`src/logic/flash_pkg.sv`:
```
`default_nettype none

package flash_pkg;

    //////////////////////////////////////////////////////////////////////
    // SPI NOR command set
    //////////////////////////////////////////////////////////////////////

    // Only the two read-type commands are supported
    typedef enum logic [7:0] {
        OP_READ_ID   = 8'h90,
        OP_READ_DATA = 8'h03
    } flash_opcode_t;

    //////////////////////////////////////////////////////////////////////
    // Client to engine request, engine to client response
    //////////////////////////////////////////////////////////////////////

    // Request stays stable from valid until done, except hold
    typedef struct packed {
        logic          valid;
        flash_opcode_t opcode;
        logic [23:0]   addr;
        // Number of response bytes after the 32 command bits
        logic [15:0]   rx_len;
        // Pause before the next response byte
        logic          hold;
    } spi_req_t;

    typedef struct packed {
        logic [7:0] rx_byte;
        // One strobe per received byte
        logic       rx_valid;
        // One strobe after chip select has risen
        logic       done;
        logic       busy;
    } spi_rsp_t;

    //////////////////////////////////////////////////////////////////////
    // Defaults
    //////////////////////////////////////////////////////////////////////

    // 4 clk per SCK half, so 8 clk per bit
    localparam int SCK_HALF_DEFAULT = 4;

    // Credits owned by the data reader after reset
    localparam int CREDITS_DEFAULT = 4;

    // Read-ID takes three zero address bytes
    localparam logic [23:0] ID_MFR_ADDR = 24'h000000;

endpackage

`default_nettype wire
```
`src/logic/flash_subsys.sv`:
```
`timescale 1ns/1ps
`default_nettype none

module flash_subsys #(
    parameter int SCK_HALF    = flash_pkg::SCK_HALF_DEFAULT,
    parameter int MAX_CREDITS = flash_pkg::CREDITS_DEFAULT
) (
    input  logic        clk,
    input  logic        rst_n,
    // Flash pins
    output logic        fls_sck,
    output logic        fls_ncs,
    output logic        fls_sdo,
    input  logic        fls_sdi,
    // ID client
    input  logic        id_start,
    output logic        id_busy,
    output logic [15:0] flash_id,
    // Data client
    input  logic        rd_start,
    input  logic [23:0] rd_addr,
    input  logic [15:0] rd_len,
    output logic        rd_busy,
    output logic [7:0]  rd_data,
    output logic        rd_valid,
    input  logic        rd_credit
);

    import flash_pkg::*;

    spi_req_t id_req;
    spi_req_t rd_req;
    spi_req_t eng_req;
    spi_rsp_t eng_rsp;
    logic     id_gnt;
    logic     rd_gnt;

    //////////////////////////////////////////////////////////////////////
    // Clients
    //////////////////////////////////////////////////////////////////////

    flash_id_reader i_flash_id_reader (
        .clk      (clk),
        .rst_n    (rst_n),
        .start    (id_start),
        .busy     (id_busy),
        .flash_id (flash_id),
        .req      (id_req),
        .gnt      (id_gnt),
        .rsp      (eng_rsp)
    );

    flash_data_reader #(
        .MAX_CREDITS (MAX_CREDITS)
    ) i_flash_data_reader (
        .clk       (clk),
        .rst_n     (rst_n),
        .start     (rd_start),
        .addr      (rd_addr),
        .len       (rd_len),
        .busy      (rd_busy),
        .rd_data   (rd_data),
        .rd_valid  (rd_valid),
        .rd_credit (rd_credit),
        .req       (rd_req),
        .rsp       (eng_rsp),
        .gnt       (rd_gnt)
    );

    //////////////////////////////////////////////////////////////////////
    // Shared bus
    //////////////////////////////////////////////////////////////////////

    spi_bus_arbiter i_spi_bus_arbiter (
        .clk     (clk),
        .rst_n   (rst_n),
        .id_req  (id_req),
        .rd_req  (rd_req),
        .id_gnt  (id_gnt),
        .rd_gnt  (rd_gnt),
        .eng_req (eng_req),
        .eng_rsp (eng_rsp)
    );

    // Response goes back to both clients, grant filters it
    spi_shift_engine #(
        .SCK_HALF (SCK_HALF)
    ) i_spi_shift_engine (
        .clk     (clk),
        .rst_n   (rst_n),
        .req     (eng_req),
        .rsp     (eng_rsp),
        .fls_sck (fls_sck),
        .fls_ncs (fls_ncs),
        .fls_sdo (fls_sdo),
        .fls_sdi (fls_sdi)
    );

endmodule

`default_nettype wire

```
`src/logic/flash_data_reader.sv`:
```
`timescale 1ns/1ps
`default_nettype none

module flash_data_reader #(
    parameter int MAX_CREDITS = flash_pkg::CREDITS_DEFAULT
) (
    input  logic                clk,
    input  logic                rst_n,
    input  logic                start,
    input  logic [23:0]         addr,
    input  logic [15:0]         len,
    output logic                busy,
    output logic [7:0]          rd_data,
    output logic                rd_valid,
    input  logic                rd_credit,
    output flash_pkg::spi_req_t req,
    input  flash_pkg::spi_rsp_t rsp,
    input  logic                gnt
);

    import flash_pkg::*;

    localparam int CW = $clog2(MAX_CREDITS + 1);

    logic [23:0]   addr_q;
    logic [15:0]   len_q;
    logic [CW-1:0] credit_cnt;
    logic          byte_in;
    logic          frame_end;
    logic          hold;

    assign byte_in   = gnt && rsp.rx_valid;
    assign frame_end = gnt && rsp.done;

    // A byte strobed this cycle has not yet left the credit count,
    // so it is taken off before the next byte is allowed to start
    assign hold = (credit_cnt <= CW'(byte_in));

    //////////////////////////////////////////////////////////////////////
    // Command
    //////////////////////////////////////////////////////////////////////

    assign req = '{
        valid:  busy,
        opcode: OP_READ_DATA,
        addr:   addr_q,
        rx_len: len_q,
        hold:   hold
    };

    always_ff @(posedge clk)
    begin
        if (!rst_n)
            busy <= 1'b0;
        else if (start && !busy)
            busy <= 1'b1;
        else if (frame_end)
            busy <= 1'b0;
    end

    // Address and length captured once per transfer
    always_ff @(posedge clk)
    begin
        if (start && !busy)
        begin
            addr_q <= addr;
            len_q  <= len;
        end
    end

    //////////////////////////////////////////////////////////////////////
    // Stream and credits
    //////////////////////////////////////////////////////////////////////

    // One cycle from engine strobe to consumer
    always_ff @(posedge clk)
    begin
        if (!rst_n)
            rd_valid <= 1'b0;
        else
            rd_valid <= byte_in;
    end

    always_ff @(posedge clk)
    begin
        if (byte_in)
            rd_data <= rsp.rx_byte;
    end

    // Spent on forward, returned by rd_credit
    always_ff @(posedge clk)
    begin
        if (!rst_n)
            credit_cnt <= CW'(MAX_CREDITS);
        else
        begin
            case ({rd_credit, byte_in})
                2'b10:   credit_cnt <= credit_cnt + 1'b1;
                2'b01:   credit_cnt <= credit_cnt - 1'b1;
                default: credit_cnt <= credit_cnt;
            endcase
        end
    end

endmodule

`default_nettype wire

```
`src/logic/flash_id_reader.sv`:
```
`timescale 1ns/1ps
`default_nettype none

module flash_id_reader (
    input  logic                clk,
    input  logic                rst_n,
    input  logic                start,
    output logic                busy,
    output logic [15:0]         flash_id,
    output flash_pkg::spi_req_t req,
    input  logic                gnt,
    input  flash_pkg::spi_rsp_t rsp
);

    import flash_pkg::*;

    logic byte_in;
    logic frame_end;

    // Response strobes count only while this client owns the bus
    assign byte_in   = gnt && rsp.rx_valid;
    assign frame_end = gnt && rsp.done;

    //////////////////////////////////////////////////////////////////////
    // Command
    //////////////////////////////////////////////////////////////////////

    // 0x90, three zero bytes, then manufacturer and device bytes
    assign req = '{
        valid:  busy,
        opcode: OP_READ_ID,
        addr:   ID_MFR_ADDR,
        rx_len: 16'd2,
        hold:   1'b0
    };

    always_ff @(posedge clk)
    begin
        if (!rst_n)
            busy <= 1'b0;
        else if (start && !busy)
            busy <= 1'b1;
        else if (frame_end)
            busy <= 1'b0;
    end

    //////////////////////////////////////////////////////////////////////
    // Result
    //////////////////////////////////////////////////////////////////////

    // First byte ends up in the high half
    always_ff @(posedge clk)
    begin
        if (byte_in)
            flash_id <= {flash_id[7:0], rsp.rx_byte};
    end

endmodule

`default_nettype wire

```
`src/logic/spi_bus_arbiter.sv`:
```
`timescale 1ns/1ps
`default_nettype none

module spi_bus_arbiter (
    input  logic                clk,
    input  logic                rst_n,
    input  flash_pkg::spi_req_t id_req,
    input  flash_pkg::spi_req_t rd_req,
    output logic                id_gnt,
    output logic                rd_gnt,
    output flash_pkg::spi_req_t eng_req,
    input  flash_pkg::spi_rsp_t eng_rsp
);

    // Locked owner, 0 is the ID reader, 1 the data reader
    logic owner_vld;
    logic owner_sel;
    // Round-robin pointer, set when the data reader goes first
    logic prio_rd;
    logic pick_vld;
    logic pick_sel;
    logic sel;

    // New pick only while the engine is idle
    always_comb
    begin
        pick_vld = 1'b0;
        pick_sel = 1'b0;
        if (!owner_vld && !eng_rsp.busy)
        begin
            if (prio_rd)
            begin
                pick_vld = rd_req.valid || id_req.valid;
                pick_sel = rd_req.valid;
            end
            else
            begin
                pick_vld = id_req.valid || rd_req.valid;
                pick_sel = !id_req.valid;
            end
        end
    end

    assign sel     = owner_vld ? owner_sel : pick_sel;
    assign id_gnt  = (owner_vld || pick_vld) && !sel;
    assign rd_gnt  = (owner_vld || pick_vld) && sel;
    assign eng_req = id_gnt ? id_req : (rd_gnt ? rd_req : '0);

    // Owner held for the whole frame, released on done
    always_ff @(posedge clk)
    begin
        if (!rst_n)
        begin
            owner_vld <= 1'b0;
            owner_sel <= 1'b0;
            prio_rd   <= 1'b0;
        end
        else if (owner_vld && eng_rsp.done)
        begin
            owner_vld <= 1'b0;
            // Other client goes first next time
            prio_rd   <= ~owner_sel;
        end
        else if (pick_vld)
        begin
            owner_vld <= 1'b1;
            owner_sel <= pick_sel;
        end
    end

endmodule

`default_nettype wire

```
`src/logic/spi_shift_engine.sv`:
```
`timescale 1ns/1ps
`default_nettype none

module spi_shift_engine #(
    parameter int SCK_HALF = flash_pkg::SCK_HALF_DEFAULT
) (
    input  logic                clk,
    input  logic                rst_n,
    input  flash_pkg::spi_req_t req,
    output flash_pkg::spi_rsp_t rsp,
    output logic                fls_sck,
    output logic                fls_ncs,
    output logic                fls_sdo,
    input  logic                fls_sdi
);

    localparam int PW = (SCK_HALF > 1) ? $clog2(SCK_HALF) : 1;

    typedef enum logic [2:0] {IDLE, SHIFT_OUT, SHIFT_IN, STALL, END} state_t;

    state_t        state;
    logic [PW-1:0] phase_cnt;
    logic [4:0]    bit_cnt;
    logic [15:0]   byte_cnt;
    logic [31:0]   tx_sr;
    logic [7:0]    rx_sr;
    logic [7:0]    rx_next;
    logic [7:0]    rx_byte_q;
    logic          rx_valid_q;
    logic          done_q;
    logic          accept;
    logic          shifting;
    logic          half_end;
    logic          sck_rise;
    logic          sck_fall;
    logic          last_tx_bit;
    logic          last_rx_bit;
    logic          last_byte;

    //////////////////////////////////////////////////////////////////////
    // Strobes
    //////////////////////////////////////////////////////////////////////

    // No new frame while the done strobe is still out
    assign accept      = (state == IDLE) && req.valid && !done_q;
    assign shifting    = (state == SHIFT_OUT) || (state == SHIFT_IN);
    assign half_end    = (phase_cnt == PW'(SCK_HALF - 1));
    assign sck_rise    = shifting && half_end && !fls_sck;
    assign sck_fall    = shifting && half_end && fls_sck;
    assign last_tx_bit = (bit_cnt == 5'd31);
    assign last_rx_bit = (bit_cnt == 5'd7);
    assign last_byte   = (byte_cnt == req.rx_len - 16'd1);
    assign rx_next     = {rx_sr[6:0], fls_sdi};

    //////////////////////////////////////////////////////////////////////
    // Frame sequencer
    //////////////////////////////////////////////////////////////////////

    always_ff @(posedge clk)
    begin
        if (!rst_n)
        begin
            state      <= IDLE;
            phase_cnt  <= '0;
            bit_cnt    <= '0;
            byte_cnt   <= '0;
            fls_sck    <= 1'b0;
            fls_ncs    <= 1'b1;
            fls_sdo    <= 1'b0;
            rx_valid_q <= 1'b0;
            done_q     <= 1'b0;
        end
        else
        begin
            rx_valid_q <= 1'b0;
            done_q     <= 1'b0;
            case (state)
                IDLE:
                begin
                    if (accept)
                    begin
                        // First opcode bit is set up before the first rising edge
                        state     <= SHIFT_OUT;
                        fls_ncs   <= 1'b0;
                        fls_sdo   <= req.opcode[7];
                        phase_cnt <= '0;
                        bit_cnt   <= '0;
                        byte_cnt  <= '0;
                    end
                end
                SHIFT_OUT, SHIFT_IN:
                begin
                    if (!half_end)
                    begin
                        phase_cnt <= phase_cnt + 1'b1;
                    end
                    else
                    begin
                        phase_cnt <= '0;
                        fls_sck   <= ~fls_sck;
                        // Eighth rising edge of a response byte
                        if (sck_rise && state == SHIFT_IN && last_rx_bit)
                            rx_valid_q <= 1'b1;
                        if (sck_fall && state == SHIFT_OUT)
                        begin
                            fls_sdo <= tx_sr[30];
                            if (last_tx_bit)
                            begin
                                bit_cnt <= '0;
                                if (req.rx_len == 16'd0)
                                begin
                                    state   <= END;
                                    fls_ncs <= 1'b1;
                                end
                                else if (req.hold)
                                    state <= STALL;
                                else
                                    state <= SHIFT_IN;
                            end
                            else
                                bit_cnt <= bit_cnt + 5'd1;
                        end
                        if (sck_fall && state == SHIFT_IN)
                        begin
                            if (last_rx_bit)
                            begin
                                // Byte boundary, SCK is low from here
                                bit_cnt  <= '0;
                                byte_cnt <= byte_cnt + 16'd1;
                                if (last_byte)
                                begin
                                    state   <= END;
                                    fls_ncs <= 1'b1;
                                end
                                else if (req.hold)
                                    state <= STALL;
                            end
                            else
                                bit_cnt <= bit_cnt + 5'd1;
                        end
                    end
                end
                STALL:
                begin
                    // SCK parked low, chip select kept low
                    if (!req.hold)
                        state <= SHIFT_IN;
                end
                END:
                begin
                    done_q <= 1'b1;
                    state  <= IDLE;
                end
                default:
                    state <= IDLE;
            endcase
        end
    end

    //////////////////////////////////////////////////////////////////////
    // Shift registers
    //////////////////////////////////////////////////////////////////////

    always_ff @(posedge clk)
    begin
        if (accept)
            tx_sr <= {req.opcode, req.addr};
        else if (sck_fall && state == SHIFT_OUT)
            tx_sr <= {tx_sr[30:0], 1'b0};
        // Flash data sampled on the rising edge
        if (sck_rise && state == SHIFT_IN)
            rx_sr <= rx_next;
        if (sck_rise && state == SHIFT_IN && last_rx_bit)
            rx_byte_q <= rx_next;
    end

    // Busy also covers the done cycle so nobody is granted early
    assign rsp = '{
        rx_byte:  rx_byte_q,
        rx_valid: rx_valid_q,
        done:     done_q,
        busy:     (state != IDLE) || done_q
    };

endmodule

`default_nettype wire

```
`config.mk`:
```
export PLATFORM = sky130hd
export DESIGN_NAME = flash_subsys
export DESIGN_NICKNAME = d
export VERILOG_FILES = /design/src/logic/flash_pkg.sv /design/src/logic/flash_subsys.sv /design/src/logic/flash_data_reader.sv /design/src/logic/flash_id_reader.sv /design/src/logic/spi_bus_arbiter.sv /design/src/logic/spi_shift_engine.sv
export SDC_FILE = /design/constraint.sdc
export NUM_CORES = 1
export LEC_CHECK = 0
export ABC_AREA = 1
export BUFFER_PORTS_ARGS = -buffer_cell sky130_fd_sc_hd__buf_2
export CAP_MARGIN = 10
export CORE_MARGIN = 2
export CORE_UTILIZATION = 58
export CTS_CLUSTER_SIZE = 24
export DETAILED_ROUTE_END_ITERATION = 12
export PLACE_DENSITY = 0.79
export SETUP_SLACK_MARGIN = 0.05
export SYNTH_ARGS = -nofsm -noshare
export SYNTH_HDL_FRONTEND = slang
export SYNTH_SLANG_ARGS = --single-unit
```
`constraint.sdc`:
```
create_clock -name clk -period 3.05 [get_ports clk]
set_input_delay 0.305 -clock clk [delete_from_list [all_inputs] [get_ports clk]]
set_output_delay 0.305 -clock clk [all_outputs]
set_load 0.05 [all_outputs]
```
# [Word-level counts from Yosys, hierarchy flattened]
# Index checks and enable logic that the tools add are counted.
[word_totals] register_bits=150 inputBits=46 out_inout_bits=30 elab_cells=155
[op_classes] add_sub_neg=6 magnitude_cmp=1 eq_ne=17 muxes=55 n_bitwise=4 reduce_logical=49
[op_table] op="two-way mux 50 bit" count=2
[op_table] op="two-way mux 16 bit" count=4
[op_table] op="two-way mux 31 bit" count=2
[op_table] op="case mux 16 bit (2 select lines)" count=1
[op_table] op="two-way mux 3 bit" count=10
[op_table] op="two-way mux 5 bit" count=6
[op_table] op="two-way mux 1 bit" count=22
[op_table] op="logical AND 1 bit" count=19
[op_table] op="adder 16 x 1 -> 16 bit, second input constant" count=1
[op_table] op="equality test 16 bit" count=1
[op_table] op="logical NOT 16 bit" count=1
[op_table] op="subtractor 16 x 1 -> 16 bit, second input constant" count=1
[op_table] op="inequality test 2 x 1 -> 1 bit, second input constant" count=5
[op_table] op="case mux 5 bit (2 select lines)" count=1
[op_table] op="nonzero test 2 bit" count=5
[op_table] op="case mux 3 bit (3 select lines)" count=1
[op_table] op="AND reduction 3 bit" count=3
[op_table] op="AND reduction 4 bit" count=2
[op_table] op="logical NOT 1 bit" count=7
[op_table] op="equality test 3 x 2 -> 1 bit, second input constant" count=2
[op_table] op="case mux 3 bit (2 select lines)" count=1
[op_table] op="AND reduction 2 bit" count=3
[op_table] op="adder 5 x 1 -> 5 bit, second input constant" count=1
[op_table] op="equality test 5 x 3 -> 1 bit, second input constant" count=1
[op_table] op="20 further kinds" count=30

# [Longest topological paths before layout]
[depth] ltp_word=21 ltp_mapped=22 depth_no_buf=22

# [By module]
# From an unflattened synthesis, not the netlist that was laid out.
[unflattened] hier_cells=963 area_unflattened_um2=8219.1
[by_module_without_submodules] mod="spi_shift_engine" n_inst=1 cells_per_inst=587 area_per_inst_um2=4395.5 seq_area_each_um2=2001.9
[by_module_without_submodules] mod="flash_data_reader" n_inst=1 cells_per_inst=97 area_per_inst_um2=1799.2 seq_area_each_um2=1541.5
[by_module_without_submodules] mod="spi_bus_arbiter" n_inst=1 cells_per_inst=203 area_per_inst_um2=1113.6 seq_area_each_um2=60.1
[by_module_without_submodules] mod="flash_id_reader" n_inst=1 cells_per_inst=76 area_per_inst_um2=910.9 seq_area_each_um2=500.5

# [Worst setup path after synthesis]
# OpenSTA, ideal clock, no wires.
[synth_timing] path_kind="flip-flop to flip-flop" startpoint="register i_flash_data_reader.busy" endpoint="register i_spi_shift_engine.state[0]" setup_time_ps=132 arrival_time_ps=2878 path_slack_ps=39 stages_incl_launch_ff=21 period_less_slack_ps=3011 cell_sequence="dfxtp_1 > inv_1 > nand2_1 > o21ai_2 > o21bai_4 > buf_4 > nand3_1 > ha_1 > xnor2_1 > nor3_1 > nand3_1 > nor2_1 > nand3_1 > nor2_1 > nand3_1 > nor2_1 > nand3_2 > nand2_1 > nand2_1 > nand2_1 > a21oi_1"
[synth_between] elab_chain_cells=18 elab_cells_between_ends=31 cone_classes="add/sub: 1; order compare: 1; eq/ne: 3; mux: 16; reduce/logical: 10"
[synth_lines] element="from (decl)" line_no="flash_data_reader.sv:12" text="output logic busy,"
[synth_lines] element="from (signal assigned)" line_no="flash_data_reader.sv:54" text="busy <= 1'b0;"
[synth_lines] element="from (signal assigned)" line_no="flash_data_reader.sv:56" text="busy <= 1'b1;"
[synth_lines] element="from (signal assigned)" line_no="flash_data_reader.sv:58" text="busy <= 1'b0;"
[synth_lines] element="two-way mux 1 bit / logical OR 1 bit (equally long branches)" line_no="spi_bus_arbiter.sv:31, spi_bus_arbiter.sv:33, spi_bus_arbiter.sv:38"
[synth_lines] element="two-way mux 1 bit" line_no="spi_bus_arbiter.sv:29" text="if (!owner_vld && !eng_rsp.busy)"
[synth_lines] element="two-way mux 1 bit / logical OR 1 bit (equally long branches)" line_no="spi_bus_arbiter.sv:44, spi_bus_arbiter.sv:45, spi_bus_arbiter.sv:46"
[synth_lines] element="logical AND 1 bit" line_no="spi_bus_arbiter.sv:46" text="assign rd_gnt = (owner_vld || pick_vld) && sel;"
[synth_lines] element="logical AND 1 bit" line_no="flash_data_reader.sv:32" text="assign byte_in = gnt && rsp.rx_valid;"
[synth_lines] element="less-or-equal comparator 3 x 1 -> 1 bit" line_no="flash_data_reader.sv:37" text="assign hold = (credit_cnt <= CW'(byte_in));"
[synth_lines] element="two-way mux 50 bit" line_no="spi_bus_arbiter.sv:47" text="assign eng_req = id_gnt ? id_req : (rd_gnt ? rd_req : '0);"
[synth_lines] element="two-way mux 50 bit (*)" line_no="spi_bus_arbiter.sv:47"
[synth_lines] element="parallel branches: the longest is 10 deep, another holds subtractor 16 x 1 -> 16 bit"
[synth_lines] element="to (signal assigned)" line_no="spi_shift_engine.sv:83" text="state <= SHIFT_OUT;"
[synth_lines] element="to (signal assigned)" line_no="spi_shift_engine.sv:132" text="state <= END;"
[synth_lines] element="to (signal assigned)" line_no="spi_shift_engine.sv:136" text="state <= STALL;"
[synth_lines] element="to (decl)" line_no="spi_shift_engine.sv:21" text="state_t state;"
# Every way passes the cells marked *. The select of a mux whose other input is x is not followed.
# A chain may end at the register's enable or synchronous reset.

# [Worst setup path in the final report]
[layout_timing] startpoint="register i_spi_shift_engine.state[1]" endpoint="register i_spi_shift_engine.state[0]"
[layout_between] elab_chain_cells=21 elab_cells_between_ends=44 cone_classes="add/sub: 1; order compare: 1; eq/ne: 7; mux: 15; reduce/logical: 20"
[layout_lines] element="from (signal assigned)" line_no="spi_shift_engine.sv:63" text="state <= IDLE;"
[layout_lines] element="from (signal assigned)" line_no="spi_shift_engine.sv:83"
[layout_lines] element="from (signal assigned)" line_no="spi_shift_engine.sv:112" text="state <= END;"
[layout_lines] element="nonzero test 3 bit (*)" line_no="spi_shift_engine.sv:182" text="busy: (state != IDLE) || done_q"
[layout_lines] element="logical OR 1 bit (*)" line_no="spi_shift_engine.sv:182"
[layout_lines] element="logical NOT 1 bit (*)" line_no="spi_bus_arbiter.sv:29"
[layout_lines] element="logical AND 1 bit (*)" line_no="spi_bus_arbiter.sv:29"
[layout_lines] element="two-way mux 1 bit" line_no="spi_bus_arbiter.sv:29"
[layout_lines] element="two-way mux 1 bit / logical OR 1 bit (equally long branches)" line_no="spi_bus_arbiter.sv:44, spi_bus_arbiter.sv:46"
[layout_lines] element="logical AND 1 bit (*)" line_no="spi_bus_arbiter.sv:46"
[layout_lines] element="logical AND 1 bit (*)" line_no="flash_data_reader.sv:32"
[layout_lines] element="net i_flash_data_reader.byte_in" line_no="flash_data_reader.sv:28" text="logic byte_in;"
[layout_lines] element="(+5 left out)"
[layout_lines] element="two-way mux 3 bit" line_no="spi_shift_engine.sv:107" text="if (last_tx_bit)"
[layout_lines] element="two-way mux 3 bit" line_no="spi_shift_engine.sv:104" text="if (sck_fall && state == SHIFT_OUT)"
[layout_lines] element="two-way mux 3 bit" line_no="spi_shift_engine.sv:135" text="else if (req.hold)"
[layout_lines] element="two-way mux 3 bit" line_no="spi_shift_engine.sv:130" text="if (last_byte)"
[layout_lines] element="two-way mux 3 bit" line_no="spi_shift_engine.sv:125" text="if (last_rx_bit)"
[layout_lines] element="two-way mux 3 bit" line_no="spi_shift_engine.sv:123" text="if (sck_fall && state == SHIFT_IN)"
[layout_lines] element="two-way mux 3 bit" line_no="spi_shift_engine.sv:93" text="if (!half_end)"
[layout_lines] element="case mux 3 bit (3 select lines)" line_no="spi_shift_engine.sv:77" text="case (state)"
# The timed path passes the listed nets; every way through them passes the cells marked *. The select of a mux whose other input is x is not followed.

==> impl_summary.md <==
Synth
The proportion of netlist area held by the largest area contributor is 50.2%. The total number of yosys warnings is 0. The gate count of the mapped netlist is 623. The post-synthesis net count is 678. The post-synthesis instance area is 6580 um^2. Counting distinct cell types in the post-synthesis netlist gives 45. Counting instances in the post-synthesis netlist gives the leading cell types as sky130_fd_sc_hd__nand2_1 (113), sky130_fd_sc_hd__edfxtp_1 (110), sky130_fd_sc_hd__inv_1 (75). The async set-or-reset flop fraction in the synthesized netlist is 0%. Yosys instantiated no cell more often than sky130_fd_sc_hd__nand2_1. Of the synthesized area, sequential elements account for 62.3%. In the post-synthesis netlist, the biggest area contributors are sky130_fd_sc_hd__edfxtp_1 (50%), sky130_fd_sc_hd__dfxtp_1 (12%), sky130_fd_sc_hd__nand2_1 (6.4%). In the synthesized netlist the dominant register cell turns out to be sky130_fd_sc_hd__edfxtp_1. In this run, synthesis inferred 110 flip-flops with an integrated enable. The cell type contributing the most total cell area after synthesis is sky130_fd_sc_hd__edfxtp_1. Averaged over all synthesized cells, the footprint is 10.6 um^2.

The synthesized design contains 150 register bits.

STA
The minimum clock period is 2.89 ns. The clock skew after layout is 0.0110 ns. The final-report hold violation count is 0. The final setup TNS is 0 ns. The measured slew at the worst slew-check pin is 1.04 ns. Final hold analysis gives a worst-case slack of 0.0591 ns. The setup slack of the critical path after layout is 0.163 ns. The number of failing setup endpoints in the final timing report is 0. Timing would allow up to 346 MHz.

The final critical path takes up 94.6% of the cycle. The worst pin sits at a relative slew slack of 30.8%. The number of pins exceeding their max-slew limit in the final report came to 0.

Route
For this block, the routed nets add up to 13100 um of wire. The total vias in the final route is 4782. The DRC violation count after routing is 0.

In this run, the number of DRC markers left after iteration 0 of detailed routing was 331. The count of nets left with antenna violations once routing finished came out at 0. The total iterations of the first detailed-routing run is 5.

The post-detailed-route via-to-cell ratio is 5.45. In the final routed layout, each cell accounts on average for 15.0 um.

Clocking
The clock latency on the worst-skew pair is 0.42 ns. The clock passes through at most 2 buffers. The maximum level of the CTS H-tree is 4. The root buffer cell is sky130_fd_sc_hd__clkbuf_16.

The clock-pin transition on the worst setup and hold timing paths is 0.06 ns. TritonCTS built the clock tree. The clock buffer count from CTS is 17. The number of buffers inserted by hold repair at cts is 0.

The number of clock sinks seen by CTS is 150.

Power
The leakage dissipation is 3.15 nW. Summing internal, switching and leakage power gives 5.97 mW. The highest ir drop seen on vdd is 0.000600 V. The power density of the placed cells is 756 nW/um^2.

Worst setup path
The worst reg2reg path startpoint is i_spi_shift_engine.state[1]$_SDFFE_PN0P_. In this run the worst setup path begins at i_spi_shift_engine.state[1]$_SDFFE_PN0P_. The maximum fanout encountered on the critical timing path is 10. The worst setup path is launched from a register. STA puts the critical path data arrival time at 3.24 ns. Data on the critical path is required at its endpoint by 3.40 ns.

The worst setup path is captured at a register. The critical path is of the register to register type.

Place
The quantity of I/O buffers inserted on ports is 75. The wire-length estimate of the detail-placed layout is 8850 um. The number of placed cells counting well taps is 838. The setup slack at placement is 0.165 ns.

The last weighted congestion value of the routability-driven placer is 0.945. The standard cell area after detailed placement is 7200 um^2.

Global routing
The overall overflow remaining after global route is 0. The global-route wire length before repair is 22300 um. The global router's overall resource usage is 22.7%. The number of antenna violations at the first check in global routing came to 0.

Entering global routing, the biggest net connects 41 pins. The number of global-route vias before repair is 4795.

Die
Once the floorplan was initialized, standard cells occupied 60.2% of the core. The area of the die is 12200 um^2. The floorplan has 38 rows. The boundary pin count is 76. The die outline height is 111 um. The region available for standard cell placement spans 10900 um^2.

Measured along the x axis, the die boundary spans 111 um.

Run
The reported max-cap violation count is 0.

Final layout
The net count of the finished layout is 779. The utilization after layout is 72.2%. After routing the design area is 7900 um^2. After the flow finishes, the layout carries non-filler instances totaling 877. The number of antenna diodes in the final layout is 0. The area growth from synthesis to layout is 20.0%.

The share of final-layout standard cells stronger than drive strength 1 is 22.0%.

Status
The flow ran to the end, and the final reports show no timing, DRC or antenna violations.

Min path
The path class of the tightest hold or removal check is primary input to register. In this run the most critical hold path is launched from rd_addr[18].
where the power goes:
| part | switching (mW) | internal (mW) |
|---|---|---|
| clock network | 0.822 | 1.29 |
| logic | 0.850 | 0.493 |
| registers | 0.0907 | 2.43 |
| total | 1.76 | 4.21 |
sequential cells by signal, summed over array words and instances (netlist names), 2 cells and up:
| register | cells |
|---|---|
| i_spi_shift_engine.rx_sr | 7 |
| i_spi_shift_engine.phase_cnt | 2 |
| i_flash_data_reader.addr_q | 24 |
| i_spi_shift_engine.rx_byte_q | 8 |
| i_spi_shift_engine.bit_cnt | 5 |
| i_spi_shift_engine.state | 3 |
| i_flash_data_reader.rd_data | 8 |
| i_spi_shift_engine.byte_cnt | 16 |
| i_flash_data_reader.len_q | 16 |
| i_flash_data_reader.credit_cnt | 3 |
| i_flash_id_reader.flash_id | 16 |
| i_spi_shift_engine.tx_sr | 31 |
worst paths after layout:
check                           slack, ns  depth (start not counted)                                   endpoint
worst max-delay path                 0.16                         17   i_spi_shift_engine.state[0]$_SDFFE_PN0P_
worst min-delay path                 0.06                          1   i_flash_data_reader.addr_q[18]$_DFFE_PP_
worst max register to register       0.16                         17   i_spi_shift_engine.state[0]$_SDFFE_PN0P_
worst min register to register       0.44                          0  i_spi_shift_engine.rx_byte_q[7]$_DFFE_PP_
layer usage:
layer	wire, um	vias to the layer above	GRT usage, %
li1	-	2352	-
met2	6470	184	37.2
met3	946	20	6.20
met5	0	-	0
met4	215	0	8.33
met1	5500	2226	29.0
timing repair:
| item | in CTS | in global routing |
|---|---|---|
| gates resized for setup | 0 | 12 |
| buffers inserted | 0 | 7 |
| endpoints found under the setup margin | 0 | 5 |
layout by cell type (no fill, tap or decap), drive strengths merged, types with 2 or more instances in the layout:
cell type,instances
ha,8
clkbuf,17
inv,80
nand4,12
a211oi,6
nand3b,4
nor3b,2
a21oi,29
buf,94
clkinvlp,4
dfxtp,40
a31oi,3
nor3,18
xnor2,8
nand3,33
clkinv,7
o21ai,28
or2,2
a22o,23
nor4,3
bufinv,3
nand2,120
edfxtp,110
o211ai,4
nor2,65
xor2,7
area by class of cell:
class | count | area [um^2]
clock buffer | 17 | 425
sequential | 150 | 4110
multi-input combinational | 382 | 2170
fill | 780 | 3040
inverter | 79 | 298
tap | 140 | 175
timing repair buffer | 94 | 543
clock inverter | 15 | 178
worst max-delay path, stage by stage (launching register included):
cell and delay (ns):
sky130_fd_sc_hd__dfxtp_1 0.36, sky130_fd_sc_hd__nor2_4 0.18, sky130_fd_sc_hd__nand3_2 0.13, sky130_fd_sc_hd__o21ai_4 0.32, sky130_fd_sc_hd__buf_4 0.19, sky130_fd_sc_hd__nand2_4 0.11
sky130_fd_sc_hd__nor2_2 0.17, sky130_fd_sc_hd__ha_1 0.19, sky130_fd_sc_hd__nor2_1 0.06, sky130_fd_sc_hd__nor4_2 0.35, sky130_fd_sc_hd__inv_1 0.11, sky130_fd_sc_hd__a21oi_1 0.14
sky130_fd_sc_hd__nand2_1 0.07, sky130_fd_sc_hd__a21oi_1 0.13, sky130_fd_sc_hd__nand2_1 0.08, sky130_fd_sc_hd__nand2_1 0.06, sky130_fd_sc_hd__nand2_1 0.05, sky130_fd_sc_hd__a21oi_1 0.11
kinds of logic (layout without fill, tap and decap cells):
| group | count (synthesis) | in the layout | share of synthesized area [%] |
|---|---|---|---|
| simple gates | 260 | 260 | 18.5 |
| flops | 150 | 150 | 62.3 |
| compound gates | 98 | 98 | 9.94 |
| buf+inv | 91 | 205 | 5.44 |
| xor+xnor | 15 | 15 | 2.00 |
| fa+ha+maj | 9 | 9 | 1.82 |
Note: power is estimated with default switching activity, not from simulation.
